$ cat src/backtrack_defs.svh
// Sizing macros for the lane response path
// Include wherever a port width or FIFO limit is needed

`ifndef BACKTRACK_DEFS_SVH
`define BACKTRACK_DEFS_SVH

// Topology, one-hot id widths
`define NUM_LANES_MAX   4
`define NUM_BUNDLES_MAX 4

// Opaque response word
`define DATA_W 32

// --------------------
// FIFO sizing
// --------------------
// Entries per FIFO, must be a power of two
`define FIFO_DEPTH 16

// Occupancy that raises prog_full
// Leaves room for words still in flight after the gate drops
`define PROG_FULL_THRESH 8

`endif
$ cat src/backtrack_pkg.sv
// Shared types for the engine to lane response path
// Import inside a module body, or use scoped names in port lists

`include "backtrack_defs.svh"

package backtrack_pkg;

    // Opaque response payload
    typedef logic [`DATA_W-1:0] data_word_t;

    // --------------------
    // Route configuration
    // --------------------
    // Both fields one-hot
    typedef struct packed {
        logic [`NUM_BUNDLES_MAX-1:0] id_bundle;
        logic [`NUM_LANES_MAX-1:0]   id_lane;
    } route_config_t;

    // --------------------
    // FIFO interface
    // --------------------
    // Strobes and write data into a FIFO
    typedef struct packed {
        logic       wr_en;
        data_word_t din;
        logic       rd_en;
    } fifo_ctrl_t;

    // Read data and level flags out of a FIFO
    typedef struct packed {
        data_word_t dout;
        logic       valid;
        logic       empty;
        logic       full;
        logic       prog_full;
    } fifo_state_t;

endpackage

$ cat src/engine_lanes_response.sv
// Top of the response slice
// Engine input FIFO -> gated pop -> router -> four lane FIFOs
// Lanes are drained by the lane_rd_en strobes

`timescale 1ns/1ps

`include "backtrack_defs.svh"

module engine_lanes_response (
    input  logic                         ap_clk,
    input  logic                         areset_backtrack,
    input  logic                         configure_route_valid,
    input  backtrack_pkg::route_config_t configure_route_in,
    input  logic                         engine_in_wr_en,
    input  backtrack_pkg::data_word_t    engine_in_data,
    output backtrack_pkg::fifo_state_t   engine_in_state,
    input  logic [`NUM_LANES_MAX-1:0]    lane_rd_en,
    output backtrack_pkg::fifo_state_t   lane_state [`NUM_LANES_MAX-1:0]
);

    import backtrack_pkg::*;

    // Engine side
    fifo_ctrl_t engine_request;
    fifo_ctrl_t engine_gated;
    fifo_ctrl_t engine_ctrl;

    // Lane side
    fifo_ctrl_t                router_ctrl [`NUM_LANES_MAX-1:0];
    fifo_ctrl_t                lane_ctrl   [`NUM_LANES_MAX-1:0];
    logic [`NUM_LANES_MAX-1:0] lane_sel;

    // --------------------
    // Engine FIFO
    // --------------------
    // Pop is requested whenever the engine holds data
    assign engine_request = '{
        wr_en: engine_in_wr_en,
        din:   engine_in_data,
        rd_en: ~engine_in_state.empty
    };

    // Actual pop comes back from the gate
    assign engine_ctrl = '{
        wr_en: engine_in_wr_en,
        din:   engine_in_data,
        rd_en: engine_gated.rd_en
    };

    response_fifo engine_fifo_inst (
        .ap_clk           (ap_clk),
        .areset_backtrack (areset_backtrack),
        .ctrl             (engine_ctrl),
        .state            (engine_in_state)
    );

    // --------------------
    // Gate and router
    // --------------------
    backtrack_fifo_lanes_response_signal #(
        .ID_BUNDLE (0)
    ) backtrack_inst (
        .ap_clk                (ap_clk),
        .areset_backtrack      (areset_backtrack),
        .configure_route_valid (configure_route_valid),
        .configure_route_in    (configure_route_in),
        .engine_signals_in     (engine_request),
        .lane_signals_in       (lane_state),
        .engine_signals_out    (engine_gated),
        .lane_sel              (lane_sel)
    );

    lane_response_router router_inst (
        .ap_clk           (ap_clk),
        .areset_backtrack (areset_backtrack),
        .engine_state     (engine_in_state),
        .lane_sel         (lane_sel),
        .lane_ctrl        (router_ctrl)
    );

    // --------------------
    // Lane FIFOs
    // --------------------
    for (genvar i = 0; i < `NUM_LANES_MAX; i++) begin : g_lane
        // Writes from the router, reads from outside
        assign lane_ctrl[i] = '{
            wr_en: router_ctrl[i].wr_en,
            din:   router_ctrl[i].din,
            rd_en: lane_rd_en[i]
        };

        response_fifo lane_fifo_inst (
            .ap_clk           (ap_clk),
            .areset_backtrack (areset_backtrack),
            .ctrl             (lane_ctrl[i]),
            .state            (lane_state[i])
        );
    end

endmodule

$ cat src/lane_response_router.sv
// Steers each popped engine word into its destination lane FIFO
// Word and lane_sel are captured together, the write follows a cycle later

`timescale 1ns/1ps

`include "backtrack_defs.svh"

module lane_response_router (
    input  logic                       ap_clk,
    input  logic                       areset_backtrack,
    input  backtrack_pkg::fifo_state_t engine_state,
    input  logic [`NUM_LANES_MAX-1:0]  lane_sel,
    output backtrack_pkg::fifo_ctrl_t  lane_ctrl [`NUM_LANES_MAX-1:0]
);

    import backtrack_pkg::*;

    // One-hot write strobe, one bit per lane
    logic [`NUM_LANES_MAX-1:0] wr_sel_reg;
    data_word_t                din_reg;

    // --------------------
    // Capture stage
    // --------------------
    always_ff @(posedge ap_clk) begin
        if (areset_backtrack) begin
            wr_sel_reg <= '0;
        end else if (engine_state.valid) begin
            wr_sel_reg <= lane_sel;
        end else begin
            wr_sel_reg <= '0;
        end
    end

    // Payload, no reset
    always_ff @(posedge ap_clk) begin
        if (engine_state.valid) begin
            din_reg <= engine_state.dout;
        end
    end

    // --------------------
    // Lane write ports
    // --------------------
    // Shared data bus, strobe picks the lane
    // rd_en is left idle here, lanes are drained from outside
    always_comb begin
        for (int i = 0; i < `NUM_LANES_MAX; i++) begin
            lane_ctrl[i].wr_en = wr_sel_reg[i];
            lane_ctrl[i].din   = din_reg;
            lane_ctrl[i].rd_en = 1'b0;
        end
    end

    a_single_lane_write: assert property (
        @(posedge ap_clk) disable iff (areset_backtrack)
        $onehot0(wr_sel_reg)
    ) else $error("router: more than one lane written");

    // Engine is only popped once routed, so every word has a home
    a_word_has_lane: assert property (
        @(posedge ap_clk) disable iff (areset_backtrack)
        engine_state.valid |=> $onehot(wr_sel_reg)
    ) else $error("router: engine word popped without a destination lane");

endmodule

$ cat src/backtrack_fifo_lanes_response_signal.sv
// Route holder and read-enable gate for the engine response FIFO
// Picks the destination lane from the configured route and stalls the
// engine pop while that lane sits at prog_full

`timescale 1ns/1ps

`include "backtrack_defs.svh"

module backtrack_fifo_lanes_response_signal #(
    parameter int ID_BUNDLE = 0
) (
    input  logic                         ap_clk,
    input  logic                         areset_backtrack,
    input  logic                         configure_route_valid,
    input  backtrack_pkg::route_config_t configure_route_in,
    input  backtrack_pkg::fifo_ctrl_t    engine_signals_in,
    input  backtrack_pkg::fifo_state_t   lane_signals_in [`NUM_LANES_MAX-1:0],
    output backtrack_pkg::fifo_ctrl_t    engine_signals_out,
    output logic [`NUM_LANES_MAX-1:0]    lane_sel
);

    import backtrack_pkg::*;

    localparam int NB = `NUM_BUNDLES_MAX;
    localparam int NL = `NUM_LANES_MAX;

    // One-hot id of the successor bundle, wraps at the top
    localparam int          NEXT_BUNDLE    = (ID_BUNDLE + 1) % NB;
    localparam logic [NB-1:0] NEXT_ID_BUNDLE = NB'(1) << NEXT_BUNDLE;
    // Fallback destination
    localparam logic [NL-1:0] LAST_LANE      = NL'(1) << (NL - 1);

    route_config_t route_reg;
    logic          route_configured;
    logic          route_match;

    logic          req_reg;
    logic [NL-1:0] prog_full_reg;
    logic          gate_reg;

    // --------------------
    // Route register
    // --------------------
    always_ff @(posedge ap_clk) begin
        if (configure_route_valid) begin
            route_reg <= configure_route_in;
        end
    end

    // Stays set until reset, later routes just overwrite
    always_ff @(posedge ap_clk) begin
        if (areset_backtrack) begin
            route_configured <= 1'b0;
        end else if (configure_route_valid) begin
            route_configured <= 1'b1;
        end
    end

    assign route_match = (route_reg.id_bundle == NEXT_ID_BUNDLE);

    // Destination decode
    // Unconfigured gives no lane, which also blocks the gate
    always_comb begin
        if (!route_configured) begin
            lane_sel = '0;
        end else if (route_match) begin
            lane_sel = route_reg.id_lane;
        end else begin
            lane_sel = LAST_LANE;
        end
    end

    // --------------------
    // Read gate pipeline
    // --------------------
    // Stage 1, request and lane flags
    always_ff @(posedge ap_clk) begin
        if (areset_backtrack) begin
            req_reg       <= 1'b0;
            prog_full_reg <= '0;
        end else begin
            req_reg <= engine_signals_in.rd_en;
            for (int i = 0; i < NL; i++) begin
                prog_full_reg[i] <= lane_signals_in[i].prog_full;
            end
        end
    end

    // Stage 2, mask by destination prog_full
    always_ff @(posedge ap_clk) begin
        if (areset_backtrack) begin
            gate_reg <= 1'b0;
        end else begin
            gate_reg <= req_reg & route_configured & ~|(lane_sel & prog_full_reg);
        end
    end

    // Stage 3, output register
    // Write fields stay idle, the top owns the engine write side
    always_ff @(posedge ap_clk) begin
        if (areset_backtrack) begin
            engine_signals_out <= '0;
        end else begin
            engine_signals_out.wr_en <= 1'b0;
            engine_signals_out.din   <= '0;
            engine_signals_out.rd_en <= gate_reg;
        end
    end

    // Config source must send a single lane for a matching bundle
    a_route_lane_onehot: assert property (
        @(posedge ap_clk) disable iff (areset_backtrack)
        (configure_route_valid && configure_route_in.id_bundle == NEXT_ID_BUNDLE)
            |-> $onehot(configure_route_in.id_lane)
    ) else $error("backtrack: configured id_lane is not one-hot");

    a_lane_sel_onehot: assert property (
        @(posedge ap_clk) disable iff (areset_backtrack)
        route_configured |-> $onehot(lane_sel)
    ) else $error("backtrack: lane_sel is not one-hot");

endmodule

$ cat src/response_fifo.sv
// Synchronous response FIFO with registered read data
// Used for the engine input queue and for every lane queue
// dout/valid follow an accepted read by one cycle

`timescale 1ns/1ps

`include "backtrack_defs.svh"

module response_fifo (
    input  logic                       ap_clk,
    input  logic                       areset_backtrack,
    input  backtrack_pkg::fifo_ctrl_t  ctrl,
    output backtrack_pkg::fifo_state_t state
);

    import backtrack_pkg::*;

    localparam int ADDR_W = $clog2(`FIFO_DEPTH);
    localparam int CNT_W  = ADDR_W + 1;

    // Storage, no reset
    data_word_t        mem [`FIFO_DEPTH];

    logic [ADDR_W-1:0] wr_ptr;
    logic [ADDR_W-1:0] rd_ptr;
    // One extra bit so a full buffer is distinct from empty
    logic [CNT_W-1:0]  count;

    data_word_t        dout_reg;
    logic              valid_reg;

    logic              empty_flag;
    logic              full_flag;
    logic              wr_accept;
    logic              rd_accept;

    // --------------------
    // Level flags
    // --------------------
    assign empty_flag = (count == '0);
    assign full_flag  = (count == CNT_W'(`FIFO_DEPTH));

    // Write into full is dropped, read of empty ignored
    assign wr_accept = ctrl.wr_en & ~full_flag;
    assign rd_accept = ctrl.rd_en & ~empty_flag;

    // --------------------
    // Pointers and occupancy
    // --------------------
    always_ff @(posedge ap_clk) begin
        if (areset_backtrack) begin
            wr_ptr <= '0;
            rd_ptr <= '0;
            count  <= '0;
        end else begin
            if (wr_accept) begin
                wr_ptr <= wr_ptr + 1'b1;
            end
            if (rd_accept) begin
                rd_ptr <= rd_ptr + 1'b1;
            end
            // Simultaneous read and write keeps count
            case ({wr_accept, rd_accept})
                2'b10:   count <= count + 1'b1;
                2'b01:   count <= count - 1'b1;
                default: count <= count;
            endcase
        end
    end

    always_ff @(posedge ap_clk) begin
        if (wr_accept) begin
            mem[wr_ptr] <= ctrl.din;
        end
    end

    // --------------------
    // Read port
    // --------------------
    always_ff @(posedge ap_clk) begin
        if (rd_accept) begin
            dout_reg <= mem[rd_ptr];
        end
    end

    // Valid marks the cycle dout holds a fresh word
    always_ff @(posedge ap_clk) begin
        if (areset_backtrack) begin
            valid_reg <= 1'b0;
        end else begin
            valid_reg <= rd_accept;
        end
    end

    always_comb begin
        state.dout      = dout_reg;
        state.valid     = valid_reg;
        state.empty     = empty_flag;
        state.full      = full_flag;
        state.prog_full = (count >= CNT_W'(`PROG_FULL_THRESH));
    end

    // Upstream must honour prog_full early enough that full is never hit
    a_no_write_when_full: assert property (
        @(posedge ap_clk) disable iff (areset_backtrack)
        ctrl.wr_en |-> !full_flag
    ) else $error("response_fifo: write to full FIFO dropped");

endmodule

$ cat config.mk
export PLATFORM = sky130hd
export DESIGN_NAME = engine_lanes_response
export DESIGN_NICKNAME = d
export VERILOG_FILES = /design/src/backtrack_pkg.sv /design/src/engine_lanes_response.sv /design/src/lane_response_router.sv /design/src/backtrack_fifo_lanes_response_signal.sv /design/src/response_fifo.sv
export VERILOG_INCLUDE_DIRS = /design/src /design/src/src
export SDC_FILE = /design/constraint.sdc
export NUM_CORES = 2
export LEC_CHECK = 0
export BUFFER_PORTS_ARGS = -buffer_cell sky130_fd_sc_hd__buf_2
export CORE_MARGIN = 3
export CORE_UTILIZATION = 62
export CTS_CLUSTER_SIZE = 30
export DETAILED_ROUTE_END_ITERATION = 12
export PLACE_DENSITY = 0.79
export SKIP_CTS_REPAIR_TIMING = 1
export SYNTH_ARGS = -nofsm -noshare
export SYNTH_HDL_FRONTEND = slang
export SYNTH_SLANG_ARGS = --single-unit
$ cat constraint.sdc
create_clock -name ap_clk -period 5 [get_ports ap_clk]
set_input_delay 0.25 -clock ap_clk [delete_from_list [all_inputs] [get_ports ap_clk]]
set_output_delay 0.25 -clock ap_clk [all_outputs]
set_load 0.05 [all_outputs]
Word level (Yosys, flattened, before mapping)
Memory sizes are Yosys's and may differ from the RTL's. A register that Yosys moved wholly into a read port is not among the register bits.
Cells that the tools add are included.
{"block": "word_totals", "mem_bits_rw": 2560, "elab_cells": 129, "latch_bits": 0, "register_bits": 122, "inputBits": 48, "mem_count": 5, "mem_bits_ro": 0, "output_inout_bits": 180}
{"block": "op_classes", "n_shift": 0, "mux": 17, "reduce_logical": 13, "div": 0, "magnitude_cmp": 5, "n_addsub": 20, "eq_ne": 16, "n_mul": 0, "n_bitwise": 24}
{"name": "engine_fifo_inst.mem", "words": 16, "word_bits": 32, "read_ports": 1, "rd_clocked_by_memory_dff": 1, "wr": 1, "line": "response_fifo.sv:22", "source": "data_word_t mem [`FIFO_DEPTH];"}
{"name": "g_lane[0].lane_fifo_inst.mem", "words": 16, "word_bits": 32, "read_ports": 1, "rd_clocked_by_memory_dff": 1, "wr": 1, "line": "response_fifo.sv:22"}
{"name": "g_lane[1].lane_fifo_inst.mem", "words": 16, "word_bits": 32, "read_ports": 1, "rd_clocked_by_memory_dff": 1, "wr": 1, "line": "response_fifo.sv:22"}
{"name": "g_lane[2].lane_fifo_inst.mem", "words": 16, "word_bits": 32, "read_ports": 1, "rd_clocked_by_memory_dff": 1, "wr": 1, "line": "response_fifo.sv:22"}
{"name": "g_lane[3].lane_fifo_inst.mem", "words": 16, "word_bits": 32, "read_ports": 1, "rd_clocked_by_memory_dff": 1, "wr": 1, "line": "response_fifo.sv:22"}
{"operator": "$pmux W5 S2", "count": 5}
{"operator": "$add A4 B1 Y4 const B", "count": 10}
{"operator": "$add A5 B1 Y5 const B", "count": 5}
{"operator": "$eq A5 B5 Y1 const B", "count": 5}
{"operator": "$ge A5 B4 Y1 const B", "count": 5}
{"operator": "$logic_not A5 Y1", "count": 5}
{"operator": "$sub A5 B1 Y5 const B", "count": 5}
{"operator": "$and A1 B1 Y1", "count": 12}
{"operator": "$not A1 Y1", "count": 11}
{"operator": "$eq A2 B1 Y1 const B", "count": 5}
{"operator": "$eq A2 B2 Y1 const B", "count": 5}
{"operator": "$mux W1", "count": 10}
{"operator": "$reduce_bool A2 Y1", "count": 5}
{"operator": "$mux W4", "count": 2}
{"operator": "$and A4 B4 Y4", "count": 1}
{"operator": "$eq A4 B2 Y1 const B", "count": 1}
{"operator": "$reduce_or A4 Y1", "count": 1}
{"operator": "$reduce_or A2 Y1", "count": 1}
{"operator": "$logic_not A1 Y1", "count": 1}

Logic depth before layout (Yosys ltp)
{"block": "depth", "depth_word": 7, "depth_mapped": 11, "ltp_nobuf": 11}

Modules after synthesis
A second synthesis with hierarchy kept.
{"block": "hier_totals", "hier_cells": 4853, "hier_area_um2": 107598.2}
{"mod": "response_fifo (engine_fifo_inst ...)", "area_each_um2": 20990.1, "seq_area_each_um2": 16615.9, "n_inst": 4, "cells_per_inst": 927}
{"mod": "response_fifo (g_lane[3].lane_fifo_inst)", "area_each_um2": 21016.4, "seq_area_each_um2": 16615.9, "n_inst": 1, "cells_per_inst": 934}
{"mod": "lane_response_router", "area_each_um2": 1830.5, "seq_area_each_um2": 1041.0, "n_inst": 1, "cells_per_inst": 141}
{"mod": "backtrack_fifo_lanes_response_signal", "area_each_um2": 787.0, "seq_area_each_um2": 400.4, "n_inst": 1, "cells_per_inst": 69}
{"mod": "engine_lanes_response", "area_each_um2": 3.8, "seq_area_each_um2": 0.0, "n_inst": 1, "cells_per_inst": 1}

Worst setup path before layout
Ideal clock, no wire load.
{"block": "synth_timing", "path_type": "register to register", "start": "register engine_fifo_inst.count[0]", "end": "register engine_fifo_inst.count[4]", "setup_slack_ns": 0.931, "t_arrival_ns": 3.999, "required_time_ns": 4.929, "synth_period_minus_slack_ns": 4.069, "path_buffers": 0, "setup_time_ns": 0.071, "stages_incl_launch_ff": 10, "path_cell_list": "dfxtp_1 > nor4_2 > a21oi_1 > ha_1 > ha_1 > a21o_1 > a21oi_1 > xor2_1 > or3_1 > a21oi_1"}
{"block": "synth_via", "elab_chain_cells": 5, "elab_cells_between_ends": 12, "classes_between": "add/sub: 2; eq/ne: 3; mux: 1; bitwise: 4; reduce/logical: 2"}
{"item": "start, declared", "line": "response_fifo.sv:27", "source": "logic [CNT_W-1:0] count;"}
{"item": "start signal, assigned", "line": "response_fifo.sv:64", "source": "2'b10: count <= count + 1'b1;"}
{"item": "start signal, assigned", "line": "response_fifo.sv:65", "source": "2'b01: count <= count - 1'b1;"}
{"item": "start signal, assigned", "line": "response_fifo.sv:66", "source": "default: count <= count;"}
{"item": "$logic_not A5 Y1 *", "line": "response_fifo.sv:40", "source": "assign empty_flag = (count == '0);"}
{"item": "$not A1 Y1 *", "line": "response_fifo.sv:45", "source": "assign rd_accept = ctrl.rd_en & ~empty_flag;"}
{"item": "$and A1 B1 Y1 *", "line": "response_fifo.sv:45"}
{"item": "net engine_fifo_inst.rd_accept", "line": "response_fifo.sv:35", "source": "logic rd_accept;"}
{"item": "$eq A2 B1 Y1 or $eq A2 B2 Y1 (tied branches)", "line": "response_fifo.sv:63", "source": "case ({wr_accept, rd_accept})"}
{"item": "$pmux W5 S2 or $reduce_bool A2 Y1 (tied branches)"}
Mark *: on every way through the listed nets, which the timed path passes. The rest lies on a longest branch.
A chain may end at the register's enable or synchronous reset.

Final worst setup path
{"block": "layout_timing", "start": "register g_lane[1].lane_fifo_inst.count[0]", "end": "register g_lane[1].lane_fifo_inst.count[4]"}
{"block": "layout_via", "elab_chain_cells": 5, "elab_cells_between_ends": 12, "classes_between": "add/sub: 2; eq/ne: 3; mux: 1; bitwise: 4; reduce/logical: 2"}
{"item": "start, declared", "line": "response_fifo.sv:27"}
{"item": "start signal, assigned", "line": "response_fifo.sv:64"}
{"item": "start signal, assigned", "line": "response_fifo.sv:65"}
{"item": "start signal, assigned", "line": "response_fifo.sv:66"}
{"item": "$eq A5 B5 Y1 or $logic_not A5 Y1 (tied branches)", "line": "response_fifo.sv:41, response_fifo.sv:40"}
{"item": "$not A1 Y1, on equally long branches", "line": "response_fifo.sv:44, response_fifo.sv:45"}
{"item": "$and A1 B1 Y1, on equally long branches", "line": "response_fifo.sv:44, response_fifo.sv:45"}
{"item": "$eq A2 B1 Y1 or $eq A2 B2 Y1 (tied branches)", "line": "response_fifo.sv:63"}
{"item": "$pmux W5 S2 or $reduce_bool A2 Y1 (tied branches)"}
Parallel ways exist; a longest one is shown, timed or not.

==> impl_metrics.json <==
{
  "drive_above_1_share": 0.2292,
  "post_synth_instance_area_sq_mm": 0.1091,
  "relSlewSlack": 0.07358,
  "synth-seq-cells": 2842,
  "p_int_mw": 38.05,
  "numPortBuffers": 227,
  "final-instance-count-excl-fill": 8489,
  "post_syn_nets": 5638,
  "synth_area_per_cell_sq_um": 19.69,
  "synth-edff-count": 2760,
  "root_buffer": "sky130_fd_sc_hd__clkbuf_16",
  "fin_setup_tns_ns": 0,
  "groute.usage.overall": 0.2819,
  "critical_path.reg2reg.startpoint": "g_lane[1].lane_fifo_inst.count[0]",
  "setup.worst_path.start_class": "flop",
  "synthCells": 5540,
  "top_level_ports": 228,
  "grt_pass1_vias": 56680,
  "portion_of_synthesized_cell_area_occupied_by_the_leading_cell_type": 0.7599,
  "max-vdd-ir-drop_v": 0.0004292,
  "drt-pass1-iter-count": 5,
  "clock_skew_ns": 0.05288,
  "p_comb_frac": 0.007,
  "worst_setup_hold_path_clk_slew_ns": 0.06,
  "ant_nets": 0,
  "power.share.switching": 0.1875,
  "cts-htree-levels": 5,
  "rsz0062_at_grt": "no",
  "synth_top_cells_by_area": "sky130_fd_sc_hd__edfxtp_1, sky130_fd_sc_hd__mux4_2, sky130_fd_sc_hd__mux2i_1, sky130_fd_sc_hd__mux2_2, sky130_fd_sc_hd__dfxtp_1",
  "switchingPower_mw": 8.783,
  "report.power.total_mw": 46.84,
  "finish.instance_area_sq_mm": 0.1226,
  "cts_tree": "yes",
  "initial_utilization": 0.6254,
  "run_status": "finished clean",
  "grt_max_degree": 69,
  "grt_first_pass_wirelength_mm": 372.3,
  "place_congestion": 0.8108,
  "hold_depth": 5,
  "nNetsFinal": 6050,
  "placed_cells_incl_taps": 7948,
  "worstPathMaxFanout": 38,
  "clock_latency_ns": 0.92,
  "rr_endpoint": "g_lane[1].lane_fifo_inst.count[4]",
  "floorplan.rows": 153,
  "layout-area-overhead-vs-synth_pct": 12.45,
  "largest_register_ffs": 2048,
  "rr_worst_depth": 10,
  "grt_antenna_before_repair": 16,
  "power.share.clock": 0.441,
  "setup.worst_path.end_class": "flop",
  "timing_hold_violations_final": 0,
  "die_width_um": 425.4,
  "ys_seq_area_frac": 0.7750,
  "post_layout_minimum_cycle_time_ns": 3.619,
  "synth_most_common_cell": "sky130_fd_sc_hd__edfxtp_1",
  "hold-path-endpoint": "g_lane[3].lane_fifo_inst.count[2]",
  "route.vias.total": 55620,
  "synth_ff_type": "sky130_fd_sc_hd__edfxtp_1",
  "critPathArrivalTime_ns": 4.42,
  "drt-wirelength-per-cell_um": 30.07,
  "ctsLongestPathBuffers": 4,
  "startpoint": "g_lane[1].lane_fifo_inst.count[0]",
  "worst-r2r-setup-slack_ns": 1.38,
  "fmax_mhz": 276.3,
  "synth_top_area_cell": "sky130_fd_sc_hd__edfxtp_1",
  "final_max_slew_viol_count": 0,
  "synth_warnings": 0,
  "numClockSinks": 2842,
  "power_leakage_nw": 38.04,
  "postPlaceCellArea_sq_mm": 0.1133,
  "vias_per_cell": 6.552,
  "finalCritPeriodShare": 0.7239,
  "cts_inserted_buffers": 284,
  "p_per_area_mw_per_mm2": 381.9,
  "routed_wl_mm": 255.2,
  "chipHeight_um": 425.4,
  "grt_remaining_overflow": 0,
  "drt_first_iter_violations": 6887,
  "min_path_type": "in -> reg",
  "worstPathRequired_ns": 5.80,
  "async_reset_ff_frac": 0,
  "holdWs_ns": 0.07143,
  "dpl.hpwl_mm": 135.6,
  "drc": 0,
  "holdCritStartpoint": "lane_rd_en[3]",
  "die-area_sq_mm": 0.1810,
  "setup_viol": 0,
  "core_sq_mm": 0.1744,
  "post_synth_num_cell_types": 46,
  "power.share.sequential": 0.553,
  "yosys-top-cells-count": "sky130_fd_sc_hd__edfxtp_1, sky130_fd_sc_hd__mux2i_1, sky130_fd_sc_hd__o21ai_0",
  "worst-setup-path-type": "reg -> reg",
  "cap_violations": 0,
  "max_slew.worst_pin.slew_ns": 1.390
}
## placed cells by master (no fill, tap or decap), types with 7 or more instances in the layout
cell                            Yosys  layout
sky130_fd_sc_hd__a21o_1             8       8
sky130_fd_sc_hd__a21oi_1          186     185
sky130_fd_sc_hd__a221oi_1         139     139
sky130_fd_sc_hd__a221oi_2          21      21
sky130_fd_sc_hd__a22oi_1          160     160
sky130_fd_sc_hd__and2_1            14      12
sky130_fd_sc_hd__buf_12             0      19
sky130_fd_sc_hd__buf_2             67     226
sky130_fd_sc_hd__buf_4             40     151
sky130_fd_sc_hd__bufinv_16          0      24
sky130_fd_sc_hd__clkbuf_1         104      64
sky130_fd_sc_hd__clkbuf_16          0     291
sky130_fd_sc_hd__clkbuf_8           0      14
sky130_fd_sc_hd__clkinv_1           0      44
sky130_fd_sc_hd__clkinv_2           0      32
sky130_fd_sc_hd__clkinvlp_4         0       7
sky130_fd_sc_hd__dfxtp_1           82      66
sky130_fd_sc_hd__dfxtp_2            0       7
sky130_fd_sc_hd__dfxtp_4            0       9
sky130_fd_sc_hd__diode_2            0      12
sky130_fd_sc_hd__dlygate4sd3_1      0      43
sky130_fd_sc_hd__edfxtp_1        2760    2760
sky130_fd_sc_hd__ha_1              45      45
sky130_fd_sc_hd__inv_1             25      25
sky130_fd_sc_hd__inv_6              0       7
sky130_fd_sc_hd__mux2_2           162     162
sky130_fd_sc_hd__mux2i_1          493     493
sky130_fd_sc_hd__mux4_2           320     320
sky130_fd_sc_hd__nand2_1          192     191
sky130_fd_sc_hd__nand2b_1          10      10
sky130_fd_sc_hd__nor2_1           142      82
sky130_fd_sc_hd__nor2_4             0      60
sky130_fd_sc_hd__nor2b_1           21      16
sky130_fd_sc_hd__nor3_2             0      19
sky130_fd_sc_hd__o21ai_0          326     326
sky130_fd_sc_hd__xnor2_1           18      18
sky130_fd_sc_hd__xor2_1            24      24
## layout make-up
cell class	count	area, sq um
flip-flops and latches	2842	84560
fillers	9992	51750
multi-input cells	2360	23070
clock buffers	369	7715
repair buffers	439	3075
well taps	2325	2909
clock inverters	117	1186
inverters	25	93.84
diodes	12	30.03
## power by group through the flow
stage / sequential [mW] / clock, mW / combinational [mW]
2_1_floorplan: 26.4 / 0 / 0.125
3_3_place_gp: 26.4 / 0 / 0.261
3_5_place_dp: 26.4 / 0 / 0.275
4_1_cts: 25.9 / 20.8 / 0.279
5_1_grt: 25.9 / 21.7 / 0.332
6_report: 25.9 / 20.6 / 0.310
## worst max-delay path by stage
stage	endpoint	slack [ns]	depth (start not counted)
floorplan	engine_fifo_inst.count[4]	0.93	9
global placement	g_lane[1].lane_fifo_inst.count[4]	1.47	9
detailed placement	g_lane[0].lane_fifo_inst.count[4]	1.39	10
CTS	g_lane[1].lane_fifo_inst.count[4]	1.38	10
global route	g_lane[1].lane_fifo_inst.count[4]	1.18	10
finish	g_lane[1].lane_fifo_inst.count[4]	1.38	10
## per-stage QoR
step / utilization / setup slack (ns)
2_1_floorplan: - / 0.9308
3_3_place_gp: 0.6495 / 1.474
4_1_cts: 0.7006 / 1.379
6_report: 0.7033 / 1.381
3_5_place_dp: 0.6495 / 1.391
5_1_grt: 0.7032 / 1.180
## cells by family (layout without fill, tap and decap cells)
| logic type | Yosys count | count (layout) | share of synthesized area |
|---|---|---|---|
| flip-flops | 2842 | 2842 | 0.7750 |
| multiplexers | 975 | 975 | 0.1281 |
| AO/OA/AOI/OAI | 851 | 851 | 0.05010 |
| AND/OR/NAND/NOR | 438 | 438 | 0.01771 |
| buffers and inverters | 338 | 950 | 0.01911 |
| adder cells (fa/ha/maj) | 50 | 50 | 0.006080 |
| XOR/XNOR | 46 | 46 | 0.003969 |
| other | 0 | 12 | 0 |
## per-layer routing
metal,global-route usage,up-vias,routed length (um)
li1,-,23320,-
met1,0.3681,28590,92430
met2,0.4670,3094,128300
met3,0.04728,612,22110
met4,0.1355,2,12370
met5,0,-,13
## worst max-delay path, cell delays in order, from the launching register on
cell	delay [ns]
sky130_fd_sc_hd__dfxtp_1	0.40
sky130_fd_sc_hd__or4_1	0.16
sky130_fd_sc_hd__o21a_2	0.94
sky130_fd_sc_hd__ha_1	0.38
sky130_fd_sc_hd__inv_1	0.11
sky130_fd_sc_hd__fa_1	0.41
sky130_fd_sc_hd__nor2b_1	0.19
sky130_fd_sc_hd__o21ai_0	0.15
sky130_fd_sc_hd__nand3_1	0.11
sky130_fd_sc_hd__or3b_1	0.35
sky130_fd_sc_hd__mux2_2	0.29
No activity file was read; power rests on OpenSTA's default activity.
